$ cat config.mk
export PLATFORM = sky130hd
export DESIGN_NAME = handScorer_flat
export DESIGN_NICKNAME = d
export VERILOG_FILES = /design/src/logic/winRatePkg.sv /design/src/logic/boardIf.sv /design/src/logic/handScorer.sv /design/src/flat_wrapper.sv
export SDC_FILE = /design/constraint.sdc
export NUM_CORES = 1
export LEC_CHECK = 0
export BUFFER_PORTS_ARGS = -buffer_cell sky130_fd_sc_hd__buf_4
export CAP_MARGIN = 15
export CORE_ASPECT_RATIO = 1.25
export CORE_UTILIZATION = 56
export CTS_CLUSTER_DIAMETER = 30
export DETAILED_ROUTE_END_ITERATION = 8
export PLACE_DENSITY = 0.85
export SYNTH_ARGS = -nofsm -noshare
export SYNTH_HDL_FRONTEND = slang
export SYNTH_SLANG_ARGS = --single-unit
$ cat constraint.sdc
create_clock -name clk -period 0.8 [get_ports clk]
set_input_delay 0.12 -clock clk [delete_from_list [all_inputs] [get_ports clk]]
set_output_delay 0.12 -clock clk [all_outputs]
set_load 0.005 [all_outputs]
$ cat src/logic/winRatePkg.sv
// shared types and constants for the hold'em win-rate engine
// suits only identify cards; scoring looks at rank counts alone
// fullShare is the least common multiple of 1..9, so every split is exact

package winRatePkg;

    // ========================================================================
    // deck geometry
    // ========================================================================
    localparam int deckSize    = 52;
    localparam int boardDrawn  = 2;
    localparam int publicCards = 3;
    localparam int handCards   = 7;

    // one board worth of win, divisible by any winner count up to 9
    localparam int fullShare = 2520;

    // ========================================================================
    // card and result types
    // ========================================================================
    // rank 2..14, ace high
    typedef logic [3:0] cardRankT;
    typedef logic [1:0] cardSuitT;
    // suit*13 + rank - 2
    typedef logic [5:0] cardIdxT;
    typedef logic [deckSize-1:0] deckMaskT;

    // category in [6:4], key rank in [3:0]
    typedef logic [6:0]  handScoreT;
    typedef logic [11:0] shareT;
    // up to 465 boards of fullShare
    typedef logic [20:0] winSumT;
    typedef logic [6:0]  winPctT;

    // share per winner, indexed by winner count; entry 0 never taken
    localparam shareT shareLut [0:9] = '{
        shareT'(0),
        shareT'(fullShare / 1),
        shareT'(fullShare / 2),
        shareT'(fullShare / 3),
        shareT'(fullShare / 4),
        shareT'(fullShare / 5),
        shareT'(fullShare / 6),
        shareT'(fullShare / 7),
        shareT'(fullShare / 8),
        shareT'(fullShare / 9)
    };

endpackage

$ cat src/logic/boardIf.sv
// one enumerated board plus the latched hole ranks of every player
// boardValid is a level, boardLast marks the final board of a job

interface boardIf #(
    parameter int numPlayers = 9
);
    import winRatePkg::*;

    logic boardValid;
    logic boardLast;
    // public cards in [2:0], drawn pair in [4:3]
    cardRankT [publicCards+boardDrawn-1:0] boardRanks;
    // player p owns entries 2p and 2p+1
    cardRankT [2*numPlayers-1:0] holeRanks;

    modport src (
        output boardValid, boardLast, boardRanks, holeRanks
    );

    modport snk (
        input boardValid, boardLast, boardRanks, holeRanks
    );

endinterface

$ cat src/logic/handScorer.sv
// reduced scorer: quads, full house, trips, two pair, pair, high card
// key rank is the highest rank holding the largest count; no kickers
// one cycle of latency from the board to score

module handScorer #(
    parameter int playerIdx = 0
) (
    input  logic                  clk,
    input  logic                  rst_n,
    boardIf.snk                   board,
    output winRatePkg::handScoreT score
);
    import winRatePkg::*;

    cardRankT   hand [handCards];
    logic [2:0] maxCount;
    // ranks with two or more cards
    logic [2:0] multiRanks;
    cardRankT   keyRank;
    logic [2:0] category;

    // own hole cards, then the five board cards
    always_comb begin
        hand[0] = board.holeRanks[2*playerIdx];
        hand[1] = board.holeRanks[2*playerIdx+1];
        for (int c = 0; c < handCards - 2; c++) begin
            hand[c+2] = board.boardRanks[c];
        end
    end

    // count each rank; walking upward with >= keeps the highest tie
    always_comb begin
        logic [2:0] cnt;
        maxCount   = '0;
        multiRanks = '0;
        keyRank    = '0;
        for (int r = 2; r <= 14; r++) begin
            cnt = '0;
            for (int c = 0; c < handCards; c++) begin
                if (hand[c] == cardRankT'(r)) begin
                    cnt = cnt + 3'd1;
                end
            end
            if (cnt >= 3'd2) begin
                multiRanks = multiRanks + 3'd1;
            end
            if (cnt >= maxCount) begin
                maxCount = cnt;
                keyRank  = cardRankT'(r);
            end
        end
    end

    always_comb begin
        if (maxCount >= 3'd4) begin
            category = 3'd5;
        end else if (maxCount == 3'd3 && multiRanks >= 3'd2) begin
            category = 3'd4;
        end else if (maxCount == 3'd3) begin
            category = 3'd3;
        end else if (multiRanks >= 3'd2) begin
            category = 3'd2;
        end else if (maxCount == 3'd2) begin
            category = 3'd1;
        end else begin
            category = 3'd0;
        end
    end

    always_ff @(posedge clk or negedge rst_n) begin
        if (!rst_n) begin
            score <= '0;
        end else begin
            score <= {category, keyRank};
        end
    end

endmodule

$ cat src/flat_wrapper.sv
// flat-port wrapper written by rule: the top's interface ports become plain ports
module handScorer_flat import winRatePkg::*;
#(
    parameter int playerIdx = 0
)
  (clk, rst_n, score, board_boardValid, board_boardLast, board_boardRanks, board_holeRanks);
  boardIf board_i ();
  input  logic clk;
  input  logic rst_n;
  output winRatePkg::handScoreT score;
  input wire logic [$bits(board_i.boardValid)-1:0] board_boardValid;
  input wire logic [$bits(board_i.boardLast)-1:0] board_boardLast;
  input wire logic [$bits(board_i.boardRanks)-1:0] board_boardRanks;
  input wire logic [$bits(board_i.holeRanks)-1:0] board_holeRanks;
  assign board_i.boardValid = board_boardValid;
  assign board_i.boardLast = board_boardLast;
  assign board_i.boardRanks = board_boardRanks;
  assign board_i.holeRanks = board_holeRanks;
  handScorer #(.playerIdx(playerIdx)) u_core (.clk(clk), .rst_n(rst_n), .board(board_i), .score(score));
endmodule
==> results by group, run 1 <==
Synth
  • Primary flip-flop cell chosen by synthesis mapping: sky130_fd_sc_hd__dfrtp_1
  • Count of state elements after synthesis: 7
  • Synthesized-area fraction occupied by adder cells: between 10% and 20%
  • Post-synthesis instance area: 7923 sq um
  • Gate count after technology mapping: between 1,000 and 1,500
  • Fraction of synthesized cell area in xor and xnor cells: between 10% and 20%
  • Number of nets in the synthesized netlist: 1,264
  • Main combinational cell family by area after synthesis: simple AND/OR/NAND/NOR gates
  • Synthesized-area fraction occupied by ao, oa, aoi and oai cells: 20.17%
  • Number of synthesized flops with an enable pin: 0
  • Portion of the post-synthesis area used by sequential elements: approximately 2.2%
  • Post-synthesis area per instance: 7.453 sq um
  • Share of synthesized area spent on multiplexers: 10.34%
  • YS warnings: 0
  • Count of different cell masters after synthesis: 113
  • Simple-gate share of the synthesized area: around a quarter
  • Async set-or-reset flop fraction in the synthesized netlist: 100.0%

Clock network
  • Maximum buffer depth of the clock tree: 2
  • Total clock buffers created by CTS: 3
  • TritonCTS Sinks: 7
  • Max H-tree Level: 1
  • Master cell of the clock root buffer: sky130_fd_sc_hd__clkbuf_16

Die
  • Boundary pin count: 103
  • Effective utilization at floorplan: a little under three fifths
  • Standard-cell row count: 48
  • Chip Width: around 110 um
  • Height of the chip: 135.0 um

Placement
  • Placed instance count: around 1,700
  • Detailed Place HPWL: 30.58 mm
  • Final RePlAce weighted congestion: about 0.96
  • Port Buffer Count: 36

Global route
  • Wire length of the first global-routing pass: between 90 and 100 mm
  • Total routing resource utilization after global routing: 85.98%
  • GRT overflow: roughly 210
  • Largest net degree at the start of global routing: 12
  • Via count of the first global-routing pass: 14,897

Outcome
  • Run status: stopped before the end
  • Stopped at: global routing (5_1_grt)
  • Error that ended the run: [ERROR GRT-0116] Global routing finished with congestion. Check the congestion regions in the DRC Viewer.
## cell usage after synthesis (5+ instances only)
master / n / area [sq um]
sky130_fd_sc_hd__xnor2_1: 91 / 797.0
sky130_fd_sc_hd__or2_2: 12 / 75.07
sky130_fd_sc_hd__nand4b_1: 8 / 70.07
sky130_fd_sc_hd__nor3_1: 26 / 130.1
sky130_fd_sc_hd__o211ai_1: 6 / 45.04
sky130_fd_sc_hd__mux2_2: 53 / 596.8
sky130_fd_sc_hd__clkbuf_1: 7 / 26.28
sky130_fd_sc_hd__nand2b_1: 29 / 181.4
sky130_fd_sc_hd__xor2_1: 52 / 455.4
sky130_fd_sc_hd__mux2i_1: 20 / 200.2
sky130_fd_sc_hd__ha_1: 105 / 1314
sky130_fd_sc_hd__o21ai_0: 31 / 155.2
sky130_fd_sc_hd__nand2_1: 108 / 405.4
sky130_fd_sc_hd__and2_1: 6 / 37.54
sky130_fd_sc_hd__a211oi_1: 12 / 90.09
sky130_fd_sc_hd__or3_1: 6 / 37.54
sky130_fd_sc_hd__dfrtp_1: 7 / 175.2
sky130_fd_sc_hd__nor2_1: 89 / 334.1
sky130_fd_sc_hd__nand3_1: 40 / 200.2
sky130_fd_sc_hd__nor2b_1: 18 / 112.6
sky130_fd_sc_hd__a21oi_1: 40 / 200.2
sky130_fd_sc_hd__a21o_1: 6 / 45.04
sky130_fd_sc_hd__inv_1: 101 / 379.1
sky130_fd_sc_hd__a22oi_1: 6 / 45.04
sky130_fd_sc_hd__a21o_2: 5 / 43.79
sky130_fd_sc_hd__buf_2: 11 / 55.05
sky130_fd_sc_hd__nand4_1: 9 / 56.30
## stage by stage
stage	TNS (ns)	util (%)	cell area [sq um]	setup WS (ns)	hold WS [ns]
floorplan	-111.99	-	8192	-16.54	-0.1756
global placement	-110.34	84.61	11690	-16.24	-0.06997
detailed placement	-123.83	84.61	11690	-18.23	-0.06499
CTS	-116.74	88.69	12250	-17.05	0.2392
## layer usage
layer | track usage [%] | GRT overflow
met5 | 40.36 | 0
met4 | 92.49 | 82
met3 | 73.12 | 2
met2 | 99.72 | 119
met1 | 83.62 | 3
## kinds of logic after synthesis
group / count (synthesis)
adders and majority gates: 111
buffers and inverters: 132
xor gates and xnor gates: 145
muxes: 74
DFF: 7
AOI/OAI and AO/OA: 200
and+or+nand+nor: 394
## repair_timing
action / in CTS
setup endpoints to repair: 14
hold buffers: 1
pin swaps: 42
hold endpoints to repair: 7
buffers inserted: 36
resized for setup: 42
==> inputs of run 2 (changes only) <==
--- a/config.mk
+++ b/config.mk
@@ -7,11 +7,9 @@
 export LEC_CHECK = 0
 export BUFFER_PORTS_ARGS = -buffer_cell sky130_fd_sc_hd__buf_4
 export CAP_MARGIN = 15
-export CORE_ASPECT_RATIO = 1.25
-export CORE_UTILIZATION = 56
-export CTS_CLUSTER_DIAMETER = 30
+export CORE_UTILIZATION = 40
 export DETAILED_ROUTE_END_ITERATION = 8
-export PLACE_DENSITY = 0.85
+export PLACE_DENSITY_LB_ADDON = 0.15
 export SYNTH_ARGS = -nofsm -noshare
 export SYNTH_HDL_FRONTEND = slang
 export SYNTH_SLANG_ARGS = --single-unit
==> constraint.sdc (replaced) <==
create_clock -name clk -period 1 [get_ports clk]
set_input_delay 0.15 -clock clk [delete_from_list [all_inputs] [get_ports clk]]
set_output_delay 0.15 -clock clk [all_outputs]
set_load 0.005 [all_outputs]
==> run 2 against run 1 <==
Area after synthesis stayed put. The flow now finishes, with violations (setup timing). Synthesized cell count stayed put.
==> results by group, run 2 <==
Outcome
  • Run status: finished with violations
  • Violated checks: setup timing

Global route
  • GRT overflow: 0
  • Via count of the first global-routing pass: about 8,600
  • Largest net degree at the start of global routing: 12
  • Wire length of the first global-routing pass: ~40 mm
  • Antenna violations before repair: 0
  • Total routing resource utilization after global routing: between 20% and 30%

Critical path
  • Max FO, Critical Path: 3
  • Startpoint type of the worst setup path: input port
  • Worst setup path class: in2reg
  • Required time of the worst setup path: ~1.1 ns
  • Arrival time at the worst endpoint: ~18 ns
  • Slowest stage cell, crit path: sky130_fd_sc_hd__or3_4
  • Worst Setup End Kind: flip-flop
  • Crit path largest cell delay: around 0.38 ns
  • Worst setup path startpoint: board_holeRanks[3]

Cells and area
  • Layout cell share with drive strength beyond 1: roughly 48%
  • Most flop-heavy register: u_core.score
  • Synthesis-to-finish area growth: 60.90%
  • ANT cells: 0
  • Most common cell after layout, fill and taps aside: sky130_fd_sc_hd__buf_4
  • Final cell count without fillers: 1,849
  • Commonest cells after routing, fill and taps aside: 538 x sky130_fd_sc_hd__buf_4, 107 x sky130_fd_sc_hd__nand2_1, 98 x sky130_fd_sc_hd__inv_1, 96 x sky130_fd_sc_hd__ha_1, 90 x sky130_fd_sc_hd__xnor2_1
  • Fin nets: 1,786
  • Leading registers by flop count: u_core.score (7)
  • Largest register FFs: 7

Min path
  • Kind of path behind the tightest hold check: in2async

Drt
  • Residual antenna-violating net count after detailed routing: 0
  • Average wire per standard cell: approximately 14 um
  • Number of iterations in the first detailed-routing pass: 5
  • Number of vias in the routed layout: 9,220
  • Initial detailed-routing violation count: ~400
  • DRC violation count after routing: 0
  • Total wire length: 25.21 mm
  • Detailed-route vias per instance: 4.986

Synth
  • Post-synthesis instance area: between 7000 and 8000 sq um
  • Primary flip-flop cell chosen by synthesis mapping: sky130_fd_sc_hd__dfrtp_1
  • YS warnings: 0
  • Top post-synthesis cells by area: sky130_fd_sc_hd__ha_1 17%, sky130_fd_sc_hd__xnor2_1 10%, sky130_fd_sc_hd__mux2_2 7.5%
  • Portion of the post-synthesis area used by sequential elements: between 2 and 2.5%
  • Post-synthesis area per instance: 7.453 sq um
  • Count of state elements after synthesis: 7
  • Cell type contributing the most total cell area after synthesis: sky130_fd_sc_hd__ha_1
  • Most frequent cells after synthesis: 108 x sky130_fd_sc_hd__nand2_1, 105 x sky130_fd_sc_hd__ha_1, 101 x sky130_fd_sc_hd__inv_1
  • Share of the synthesized area in the top cell type: about 17%
  • Gate count after technology mapping: between 1,000 and 1,500
  • Number of nets in the synthesized netlist: approximately 1,300
  • Async set-or-reset flop fraction in the synthesized netlist: 100.0%
  • Leading cell type by number of instances after synthesis: sky130_fd_sc_hd__nand2_1
  • Count of different cell masters after synthesis: ~110
  • Number of synthesized flops with an enable pin: 0

Timing
  • Final clock period utilization by the worst path: 1771%
  • Crit path time final: 17.71 ns
  • Total count of hold-check failures in the final report: 0
  • RSZ-0062 raised after global routing: true
  • Relative slew margins: slightly above 60%
  • Setup slack of the critical path after layout: -16.71 ns
  • Setup violators final: 7
  • Worst Hold Margin: ~0.28 ns
  • Final slew viol count: 0
  • Actual transition at the worst max-transition pin: 0.5695 ns
  • Max Freq: ~56 MHz

Die
  • Standard-cell row count: 51
  • Die Outline Area: about 20,000 sq um
  • Placeable core region: just under 20,000 sq um
  • Chip Width: 142.7 um
  • Effective utilization at floorplan: between 40% and 50%
  • Boundary pin count: ~100
  • Height of the chip: 142.7 um

Clock network
  • Total clock buffers created by CTS: 3
  • Clock slew seen by the registers of the worst setup and hold paths: 0.04 ns
  • TritonCTS Sinks: 7
  • Max H-tree Level: 1
  • Master cell of the clock root buffer: sky130_fd_sc_hd__clkbuf_16
  • Maximum buffer depth of the clock tree: 2
  • Clock tree from TritonCTS: yes

Power
  • Reported leakage power: 6.456 nW
  • Pwr/cell area: about 1200 nW/um^2
  • Maximum ir drop on the vdd rail: 1.290 mV

Placement
  • Final RePlAce weighted congestion: roughly 0.9
  • Placed instance count: between 1,500 and 2,000
  • Detailed Place HPWL: 21.31 mm
  • Port Buffer Count: 36

Job
  • Total of max-cap violations: 0
## run 2: cell counts after synthesis
Identical to the previous run, type by type.
## run 2: worst paths after layout
kind | end | slack, ns | cells after the start
max in group asynchronous | u_core.score[2] | 0.59 | 2
worst min-delay path | u_core.score[4] | 0.28 | 2
min in group clk | score[3] | 0.79 | 1
worst max-delay path | u_core.score[6] | -16.71 | 103
## run 2: logic make-up after synthesis
| logic type | count (synthesis) | share of synthesized area (%) |
|---|---|---|
| compound gates | 200 | 20.17 |
| simple gates | 394 | 26.56 |
| xor+xnor | 145 | 16.22 |
| mux | 74 | 10.34 |
| fa+ha+maj | 111 | 17.39 |
| flops | 7 | 2.211 |
| buf+inv | 132 | 7.107 |
## run 2: final cells by class
cell class / count / area, sq um
Multi-Input combinational cell: 924 / 7657
Fill cell: 1707 / 6715
Timing Repair Buffer: 544 / 4105
Inverter: 105 / 399.1
Tap cell: 265 / 331.6
Sequential cell: 7 / 175.2
Clock buffer: 4 / 78.83
## run 2: power breakdown
part | switching [mW] | total (mW) | internal (mW)
Clock | 0.159 | 0.690 | 0.531
Combinational | 6.09 | 14.3 | 8.24
Sequential | 0.0364 | 0.444 | 0.408
Total | 6.29 | 15.5 | 9.18
## run 2: worst max-delay path, delay by kind of cell
family | cells | cell delay [ns]
AOI/OAI and AO/OA | 30 | 4.57
xor gates and xnor gates | 3 | 0.49
adders and majority gates | 19 | 4.85
buffers and inverters | 12 | 1.07
muxes | 12 | 2.72
and+or+nand+nor | 27 | 3.94
## run 2: metrics by stage
step                      area, sq um  utilization [%]  total power [mW]  TNS (ns)  worst slack, ns
after floorplan                  8192                -             6.819   -110.80           -16.37
after global placement          11980            61.56             11.48   -110.01           -16.19
after detailed placement        11980            61.56             11.78   -114.02           -16.78
after CTS                       12500            64.22             14.07   -109.76           -16.16
after global routing            12750            65.50             16.68   -119.29           -17.59
final                           12750            65.50             15.47   -113.27           -16.71
## run 2: per-layer routing
metal | wire length [um] | track usage (%)
met1 | 11610 | 30.92
met2 | 12670 | 44.71
met3 | 602 | 1.107
met4 | 327 | 3.509
met5 | 0 | 0
## run 2: timing repair
action | CTS | global route
endpoints found under the setup margin | 7 | 7
hold endpoints to repair | 7 | 0
resized for setup | 22 | 27
pin swaps | 54 | 57
hold buffers | 1 | 0
buffers inserted | 45 | 18
No activity file was read; power rests on OpenSTA's default activity.
