--- src/logic/winRatePkg.sv ---
// shared types and constants for the hold'em win-rate engine
// suits only identify cards; scoring looks at rank counts alone
// fullShare is the least common multiple of 1..9, so every split is exact

package winRatePkg;

    // ========================================================================
    // deck geometry
    // ========================================================================
    localparam int deckSize    = 52;
    localparam int boardDrawn  = 2;
    localparam int publicCards = 3;
    localparam int handCards   = 7;

    // one board worth of win, divisible by any winner count up to 9
    localparam int fullShare = 2520;

    // ========================================================================
    // card and result types
    // ========================================================================
    // rank 2..14, ace high
    typedef logic [3:0] cardRankT;
    typedef logic [1:0] cardSuitT;
    // suit*13 + rank - 2
    typedef logic [5:0] cardIdxT;
    typedef logic [deckSize-1:0] deckMaskT;

    // category in [6:4], key rank in [3:0]
    typedef logic [6:0]  handScoreT;
    typedef logic [11:0] shareT;
    // up to 465 boards of fullShare
    typedef logic [20:0] winSumT;
    typedef logic [6:0]  winPctT;

    // share per winner, indexed by winner count; entry 0 never taken
    localparam shareT shareLut [0:9] = '{
        shareT'(0),
        shareT'(fullShare / 1),
        shareT'(fullShare / 2),
        shareT'(fullShare / 3),
        shareT'(fullShare / 4),
        shareT'(fullShare / 5),
        shareT'(fullShare / 6),
        shareT'(fullShare / 7),
        shareT'(fullShare / 8),
        shareT'(fullShare / 9)
    };

endpackage

--- src/logic/boardIf.sv ---
// one enumerated board plus the latched hole ranks of every player
// boardValid is a level, boardLast marks the final board of a job

interface boardIf #(
    parameter int numPlayers = 9
);
    import winRatePkg::*;

    logic boardValid;
    logic boardLast;
    // public cards in [2:0], drawn pair in [4:3]
    cardRankT [publicCards+boardDrawn-1:0] boardRanks;
    // player p owns entries 2p and 2p+1
    cardRankT [2*numPlayers-1:0] holeRanks;

    modport src (
        output boardValid, boardLast, boardRanks, holeRanks
    );

    modport snk (
        input boardValid, boardLast, boardRanks, holeRanks
    );

endinterface

--- src/logic/winTally.sv ---
// splits each board among the tied best scores and sums the shares
// result is registered two cycles after the last score; winRates is zero
// outside the winValid cycle

module winTally #(
    parameter int numPlayers = 9
) (
    input  logic                                  clk,
    input  logic                                  rst_n,
    boardIf.snk                                   board,
    input  winRatePkg::handScoreT [numPlayers-1:0] scores,
    output logic                                  winValid,
    output winRatePkg::winPctT    [numPlayers-1:0] winRates
);
    import winRatePkg::*;

    localparam int unseenCards = deckSize - 2 * numPlayers - publicCards;
    localparam int boardsCount = unseenCards * (unseenCards - 1) / boardDrawn;
    // sum reached by a player who wins every board alone
    localparam int totalShare  = boardsCount * fullShare;
    localparam int countBits   = $clog2(numPlayers + 1);

    logic                  scoreValid;
    logic                  scoreLast;
    logic                  holdValid;
    handScoreT             bestScore;
    logic [numPlayers-1:0] winnerMask;
    logic [countBits-1:0]  winnerCount;
    shareT                 share;
    winSumT                accSum  [numPlayers];
    winSumT                holdSum [numPlayers];

    // ========================================================================
    // winners of the current board
    // ========================================================================
    always_comb begin
        bestScore = '0;
        for (int i = 0; i < numPlayers; i++) begin
            if (scores[i] > bestScore) begin
                bestScore = scores[i];
            end
        end
    end

    always_comb begin
        winnerCount = '0;
        for (int i = 0; i < numPlayers; i++) begin
            winnerMask[i] = (scores[i] == bestScore);
            winnerCount   = winnerCount + countBits'(winnerMask[i]);
        end
        share = shareLut[winnerCount];
    end

    // board strobes line up with the registered scores
    always_ff @(posedge clk or negedge rst_n) begin
        if (!rst_n) begin
            scoreValid <= 1'b0;
            scoreLast  <= 1'b0;
            holdValid  <= 1'b0;
        end else begin
            scoreValid <= board.boardValid;
            scoreLast  <= board.boardLast;
            holdValid  <= scoreValid && scoreLast;
        end
    end

    // ========================================================================
    // accumulation; the last board lands in holdSum, next job starts at zero
    // ========================================================================
    always_ff @(posedge clk or negedge rst_n) begin
        if (!rst_n) begin
            for (int i = 0; i < numPlayers; i++) begin
                accSum[i] <= '0;
            end
        end else if (scoreValid) begin
            for (int i = 0; i < numPlayers; i++) begin
                if (scoreLast) begin
                    accSum[i] <= '0;
                end else if (winnerMask[i]) begin
                    accSum[i] <= accSum[i] + winSumT'(share);
                end
            end
        end
    end

    always_ff @(posedge clk) begin
        if (scoreValid && scoreLast) begin
            for (int i = 0; i < numPlayers; i++) begin
                holdSum[i] <= winnerMask[i] ? accSum[i] + winSumT'(share) : accSum[i];
            end
        end
    end

    // integer percentage, truncated
    always_ff @(posedge clk or negedge rst_n) begin
        if (!rst_n) begin
            winValid <= 1'b0;
            winRates <= '0;
        end else begin
            winValid <= holdValid;
            for (int i = 0; i < numPlayers; i++) begin
                if (holdValid) begin
                    winRates[i] <= winPctT'((28'(holdSum[i]) * 28'd100) / 28'(totalShare));
                end else begin
                    winRates[i] <= '0;
                end
            end
        end
    end

endmodule

--- src/flat_wrapper.sv ---
// flat-port wrapper written by rule: the top's interface ports become plain ports
module winTally_flat import winRatePkg::*;
#(
    parameter int numPlayers = 9
)
  (clk, rst_n, scores, winValid, winRates, board_boardValid, board_boardLast, board_boardRanks, board_holeRanks);
  boardIf #(.numPlayers(numPlayers)) board_i ();
  input  logic clk;
  input  logic rst_n;
  input  winRatePkg::handScoreT [numPlayers-1:0] scores;
  output logic winValid;
  output winRatePkg::winPctT    [numPlayers-1:0] winRates;
  input wire logic [$bits(board_i.boardValid)-1:0] board_boardValid;
  input wire logic [$bits(board_i.boardLast)-1:0] board_boardLast;
  input wire logic [$bits(board_i.boardRanks)-1:0] board_boardRanks;
  input wire logic [$bits(board_i.holeRanks)-1:0] board_holeRanks;
  assign board_i.boardValid = board_boardValid;
  assign board_i.boardLast = board_boardLast;
  assign board_i.boardRanks = board_boardRanks;
  assign board_i.holeRanks = board_holeRanks;
  winTally #(.numPlayers(numPlayers)) u_core (.clk(clk), .rst_n(rst_n), .board(board_i), .scores(scores), .winValid(winValid), .winRates(winRates));
endmodule
--- config.mk ---
export PLATFORM = sky130hd
export DESIGN_NAME = winTally_flat
export DESIGN_NICKNAME = d
export VERILOG_FILES = /design/src/logic/winRatePkg.sv /design/src/logic/boardIf.sv /design/src/logic/winTally.sv /design/src/flat_wrapper.sv
export SDC_FILE = /design/constraint.sdc
export NUM_CORES = 2
export LEC_CHECK = 0
export ABC_CLOCK_PERIOD_IN_PS = 12500
export BUFFER_PORTS_ARGS = -buffer_cell sky130_fd_sc_hd__buf_4
export CAP_MARGIN = 20
export CELL_PAD_IN_SITES_DETAIL_PLACEMENT = 1
export CELL_PAD_IN_SITES_GLOBAL_PLACEMENT = 2
export CORE_MARGIN = 2
export CORE_UTILIZATION = 35
export DETAILED_ROUTE_END_ITERATION = 6
export HOLD_SLACK_MARGIN = 0.02
export PLACE_DENSITY = 0.8
export SLEW_MARGIN = 20
export SYNTH_ARGS = -nofsm -noshare
export SYNTH_HDL_FRONTEND = slang
export SYNTH_SLANG_ARGS = --single-unit
--- constraint.sdc ---
create_clock -name clk -period 12.5 [get_ports clk]
set_clock_uncertainty 0.05 [all_clocks]
set_input_delay 1.25 -clock clk [delete_from_list [all_inputs] [get_ports clk]]
set_output_delay 1.25 -clock clk [all_outputs]
set_load 0.005 [all_outputs]
# Yosys cells after proc, flatten, opt, wreduce, memory -nomap -nowiden
# Memory sizes are Yosys's and may differ from the RTL's.
# Cells that the tools add are included.
totals:
  output_inout_bits: 64
  inputBits: 159
  elab_cells: 120
  latch_bits: 0
  register_bits: 256
  memories: 2
  rom_bits: 192
  mem_bits_rw: 189
classes:
  n_mul: 9
  bitwise_logic: 1
  n_shift: 0
  reduce_logical: 1
  mux: 40
  add_sub_neg: 17
  n_lt_le_gt_ge: 10
  div: 9
  n_eq_ne: 9
memory_table:
  columns: ["memory", "words", "word_bits", "read_ports", "rd_ports_with_merged_regs", "wr", "line", "source"]
  rows:
  - ["(no name shown)", 16, 12, 1, 0, 0, "winTally.sv:51", "share = shareLut[winnerCount];"]
  - ["u_core.holdSum", 9, 21, 9, 0, 9, "winTally.sv:31", "winSumT holdSum [numPlayers];"]
op_table:
  columns: ["cell", "count"]
  rows:
  - ["21-bit two-way mux", 18]
  - ["28-bit by 21-bit divider with 28-bit output, second input constant", 9]
  - ["21-bit by 5-bit multiplier with 26-bit output, second input constant", 9]
  - ["21-bit by 12-bit adder with 21-bit output", 9]
  - ["7-bit two-way mux", 18]
  - ["7-bit equality test", 9]
  - ["7-bit greater-than comparator", 8]
  - ["4-bit by 1-bit adder with 4-bit output", 7]
  - ["12-bit two-way mux", 2]
  - ["7-bit by 1-bit greater-than comparator with 1-bit output, second input constant", 1]
  - ["5-bit greater-or-equal comparator, second input constant", 1]
  - ["4-bit inverter with 5-bit output", 1]
  - ["1-bit by 1-bit adder with 2-bit output", 1]
  - ["1-bit two-way mux", 2]
  - ["1-bit logical AND", 1]

# Depth between registers and ports, before layout
logic_depth:
  depth_word: 34
  ltp_mapped: 112

# Worst setup path before layout
# Ideal clock, no wire load.
synth_path:
  path_kind: "input -> register"
  from: "input scores[4] (netlist name)"
  to: "memory u_core.holdSum[0][82] (netlist name) (data pin)"
  required_ns: 12.186
  arrival_ns: 23.029
  stages: 102
  setup_slack_ns: -10.843
  cell_sequence: "inv_1 > ha_1 > a21oi_1 > nor2b_1 > o21ai_0 > o21ai_0 > o22ai_1 > mux2i_1 > ha_1 > a21o_1 > a21oi_1 > nor2_1 > maj3_1 > a22oi_1 > clkbuf_1 > nor2_1 > a21oi_1 > inv_1 > [66 not listed] > o21bai_1 > ha_1 > a21o_1 > a21o_1 > a21o_1 > a21oi_1 > o21bai_1 > a21oi_1 > o21bai_1 > a21oi_1 > o21bai_1 > a21oi_1 > nor2b_1 > o211a_1 > and3_1 > and3_1 > nand3_1 > xnor2_1"
synth_lines:
  columns: ["element", "line", "source"]
  rows:
  - ["from (decl)", "flat_wrapper.sv:10", "input winRatePkg::handScoreT [numPlayers-1:0] scores;"]
  - ["to (decl)", "winTally.sv:31", null]

==> results <==
- The flow ran to the end, but the final reports show violations.
- The checks that failed: max-capacitance violations, max-slew violations, negative setup slack.
- The clock sink count is between 400 and 500.
- The number of buffer cells added on primary ports is 130.
- At the end of routability-driven placement, the weighted congestion stood at 0.931.
- The final hold violation count is 0.
- The cell count after placement is between 20000 and 25000.
- In this run the deepest clock path goes through 3 buffers.
- The critical path's largest stage delay is about 0.61 ns.
- The wire length of the first global-routing pass is 779000 um.
- The clock insertion delay at the later pin of the skew report is approximately 0.9 ns.
- The final setup violation count is between 300 and 400.
- The floorplan step defined a core boundary enclosing about 300000 um^2.
- The routed design has 550000 um of wire.
- Leaving out fill and tap cells, the most frequent cells in the layout are sky130_fd_sc_hd__buf_4 (5804), sky130_fd_sc_hd__nand2_1 (1319), sky130_fd_sc_hd__nor2_1 (1090).
- Among all flip-flop cells after synthesis, the most frequent one is sky130_fd_sc_hd__dfrtp_1.
- The number of antenna violations at the first check in global routing is 46.
- Leaving out filler cells and counting taps, the final layout contains around 24000.
- The post-synthesis to final-layout area growth is 51.3%.
- Synthesis inferred 445 register bits.
- After technology mapping, the gate count stands at around 14000.
- For this design, the slowest cell found on the critical path is sky130_fd_sc_hd__fa_2.
- The biggest area contributor in the post-synthesis netlist is sky130_fd_sc_hd__ha_1.
- Detailed placement finished with a half-perimeter wire length of 370000 um.
- After synthesis, flip-flops and latches occupy a little under an eighth of the total area.
- The net count after synthesis is around 15000.
- The async set-or-reset flop fraction in the synthesized netlist is roughly 58%.
- Dividing the detail-routed wire length by the instance count gives between 20 and 25 um.
- The total standard cell area after synthesis is between 100000 and 150000 um^2.
- The worst endpoint data arrival time is roughly 21 ns.
- The starting density of the core is a little over a third.
- The largest net degree at the start of global routing is approximately 150.
- Subtracting the final worst setup slack from the clock period gives 20.51 ns.
- Once routing completed, OpenROAD measured the worst setup slack at -8.01 ns.
- The DRC violation count after routing is 0.
- The commonest non-fill, non-tap cell in the layout is sky130_fd_sc_hd__buf_4.
- Clock-pin slew was measured on the worst setup and hold paths at roughly 0.1 ns.
- After synthesis, the cell types taking the most area are sky130_fd_sc_hd__ha_1 (9.9%), sky130_fd_sc_hd__xnor2_1 (8.5%), sky130_fd_sc_hd__dfrtp_1 (6.2%).
- The count of nets after finishing is slightly above 20000.
- The worst relative slew slack is -34.6%.
- The number of global-route vias before repair is between 100k and 150k.
- The element type at the critical path end is a flop.
- The kind of path behind the tightest hold check is in -> async.
- The via density per instance is roughly 6.
- Among the stages of the critical path, the cell type that occurs most often is sky130_fd_sc_hd__a21oi_2.
- The detail route stage leaves a number of antenna-violating nets equal to 0.
- In this run the core area contains between 150 and 200 standard-cell rows.
- The overall fraction of global-route tracks in use is a little under a third.
- The floorplan step set the die height to 547 um.
- The total CTS buffers is 58.
- In the final layout, the share of cells above drive strength 1 is a little over a third.
- The TritonCTS clock tree is yes.
- The share of the synthesized area in the top cell type is 9.90%.
- The final period utilization is 164%.
- The H-tree depth is 2.
- The worst setup path is launched from an input port.
- The critical setup path kind is in -> reg.
- The tool flagged a number of max-cap violations equal to 5.
- The data required time of the critical path is roughly 13 ns.
- After the first detailed-routing iteration, the DRC count stood at just over 10000.
- ~220 I/O pins were placed.
- The number of hold buffers added after CTS is 0.
- The count of vias placed by the detailed router is ~140k.
- The final number of max-transition violations is 18.
- Setup repair after global routing could not meet its margin everywhere.
- The total iterations of the first detailed-routing run is 6.
- Summed over all layers, the global routing overflow is 0.
- The number of enable-type register cells in the synthesized netlist is 189.
- Synthesis instantiated about 150 different standard cells from the library.
- The floorplan step set the die width to 547 um.
- The area of the die is 299000 um^2.
- The CTS root buffer is sky130_fd_sc_hd__clkbuf_16.
- The fmax is a little under 0.05 GHz.
- During synthesis, Yosys emitted a total of 0 warnings.
- The cell family contributing the most delay on the critical path is compound AO/OA/AOI/OAI gates.
- For the pin with the worst max-slew slack, the measured transition is around 2.0 ns.
- The critical path contains buffers and inverters numbering 22 combined.
- A synthesized cell averages 7.32 um^2.
- Along the worst path, the maximum fanout reaches 7.
-- final timing paths --
kind | from | endpoint | slack (ns) | cells after the start
max | scores[11] | u_core.holdSum[0][180]$_DFFE_PP_ | -8.01 | 101
min | rst_n | u_core.winRates[21]$_DFF_PN0_ | 0.37 | 1
max reg2reg | u_core.holdSum[0][180]$_DFFE_PP_ | u_core.winRates[56]$_DFF_PN0_ | -3.14 | 54
min reg2reg | u_core.accSum[104]$_DFFE_PN0P_ | u_core.accSum[104]$_DFFE_PN0P_ | 0.53 | 2
max in group asynchronous | rst_n | u_core.winRates[42]$_DFF_PN0_ | 9.34 | 3
min in group clk | board_boardLast | u_core.scoreLast$_DFF_PN0_ | 0.49 | 1
-- layout make-up --
type / count / area [um^2]
Clock buffer: 74 / 1540
Inverter: 910 / 3440
Fill cell: 36800 / 138000
Antenna cell: 25 / 62.6
Sequential cell: 445 / 12100
Multi-Input combinational cell: 12200 / 88700
Timing Repair Buffer: 5909 / 44900
Tap cell: 3919 / 4900
Clock inverter: 36 / 330
-- state kept, by name (all words and copies together) (netlist names) --
signal	cells
u_core.scoreLast	1
u_core.holdSum	189
u_core.winRates	63
u_core.accSum	189
u_core.winValid	1
u_core.holdValid	1
u_core.scoreValid	1
-- worst reg2reg max path: cells and delay by family, from the launching register on --
| kind | cells | cell delay (ns) |
|---|---|---|
| adder cells (fa/ha/maj) | 4 | 1.85 |
| AND/OR/NAND/NOR | 14 | 3.60 |
| XOR/XNOR | 4 | 0.79 |
| flip-flops | 1 | 0.82 |
| AO/OA/AOI/OAI | 20 | 6.33 |
| buffers and inverters | 12 | 2.07 |
-- synthesized netlist by cell type (189+ instances only) --
| cell | count |
|---|---|
| sky130_fd_sc_hd__a211oi_1 | 239 |
| sky130_fd_sc_hd__a21o_1 | 278 |
| sky130_fd_sc_hd__a21oi_1 | 857 |
| sky130_fd_sc_hd__a31oi_1 | 202 |
| sky130_fd_sc_hd__and3_1 | 219 |
| sky130_fd_sc_hd__clkbuf_1 | 327 |
| sky130_fd_sc_hd__dfrtp_1 | 256 |
| sky130_fd_sc_hd__edfxtp_1 | 189 |
| sky130_fd_sc_hd__ha_1 | 816 |
| sky130_fd_sc_hd__inv_1 | 908 |
| sky130_fd_sc_hd__nand2_1 | 1348 |
| sky130_fd_sc_hd__nand3_1 | 433 |
| sky130_fd_sc_hd__nor2_1 | 1106 |
| sky130_fd_sc_hd__nor3_1 | 450 |
| sky130_fd_sc_hd__o211ai_1 | 200 |
| sky130_fd_sc_hd__o21ai_0 | 985 |
| sky130_fd_sc_hd__xnor2_1 | 999 |
| sky130_fd_sc_hd__xor2_1 | 382 |
-- through the flow --
stage | area, um^2 | setup WS [ns] | hold slack, ns | TNS (ns) | utilization, %
6_report | 156000 | -8.01 | 0.375 | -2643.24 | 53.1
5_1_grt | 156000 | -8.53 | 0.412 | -2865.89 | 53.1
4_1_cts | 154000 | -6.17 | 0.409 | -2070.20 | 52.4
3_5_place_dp | 149000 | -8.25 | 0.487 | -2779.18 | 50.7
3_3_place_gp | 149000 | -7.11 | 0.467 | -2368.17 | 50.7
2_1_floorplan | 104000 | -7.33 | 0.374 | -2414.39 | -
-- logic make-up after synthesis --
group                      share of synthesized area (%)
muxes                                               2.77
adders and majority gates                           13.2
buffers and inverters                               5.60
AOI/OAI and AO/OA                                   30.7
xor gates and xnor gates                            12.0
and+or+nand+nor                                     24.0
DFF                                                 11.7
-- layer usage --
layer | wire length (um) | global-route usage, % | vias to the layer above
met5 | 418 | 0 | -
met4 | 38600 | 13.8 | 46
met3 | 35800 | 3.44 | 2604
met2 | 263000 | 57.3 | 5607
met1 | 212000 | 36.4 | 68400
li1 | - | - | 63300
-- repair_timing --
item                       CTS  global route
setup buffers              221           121
setup endpoints to repair  396           399
cloned                       0             1
resized for setup          275           347
pin swaps                  226           232
Power is not shown: default switching activity piles up to over one toggle a cycle in this logic, so the estimate is an artifact.
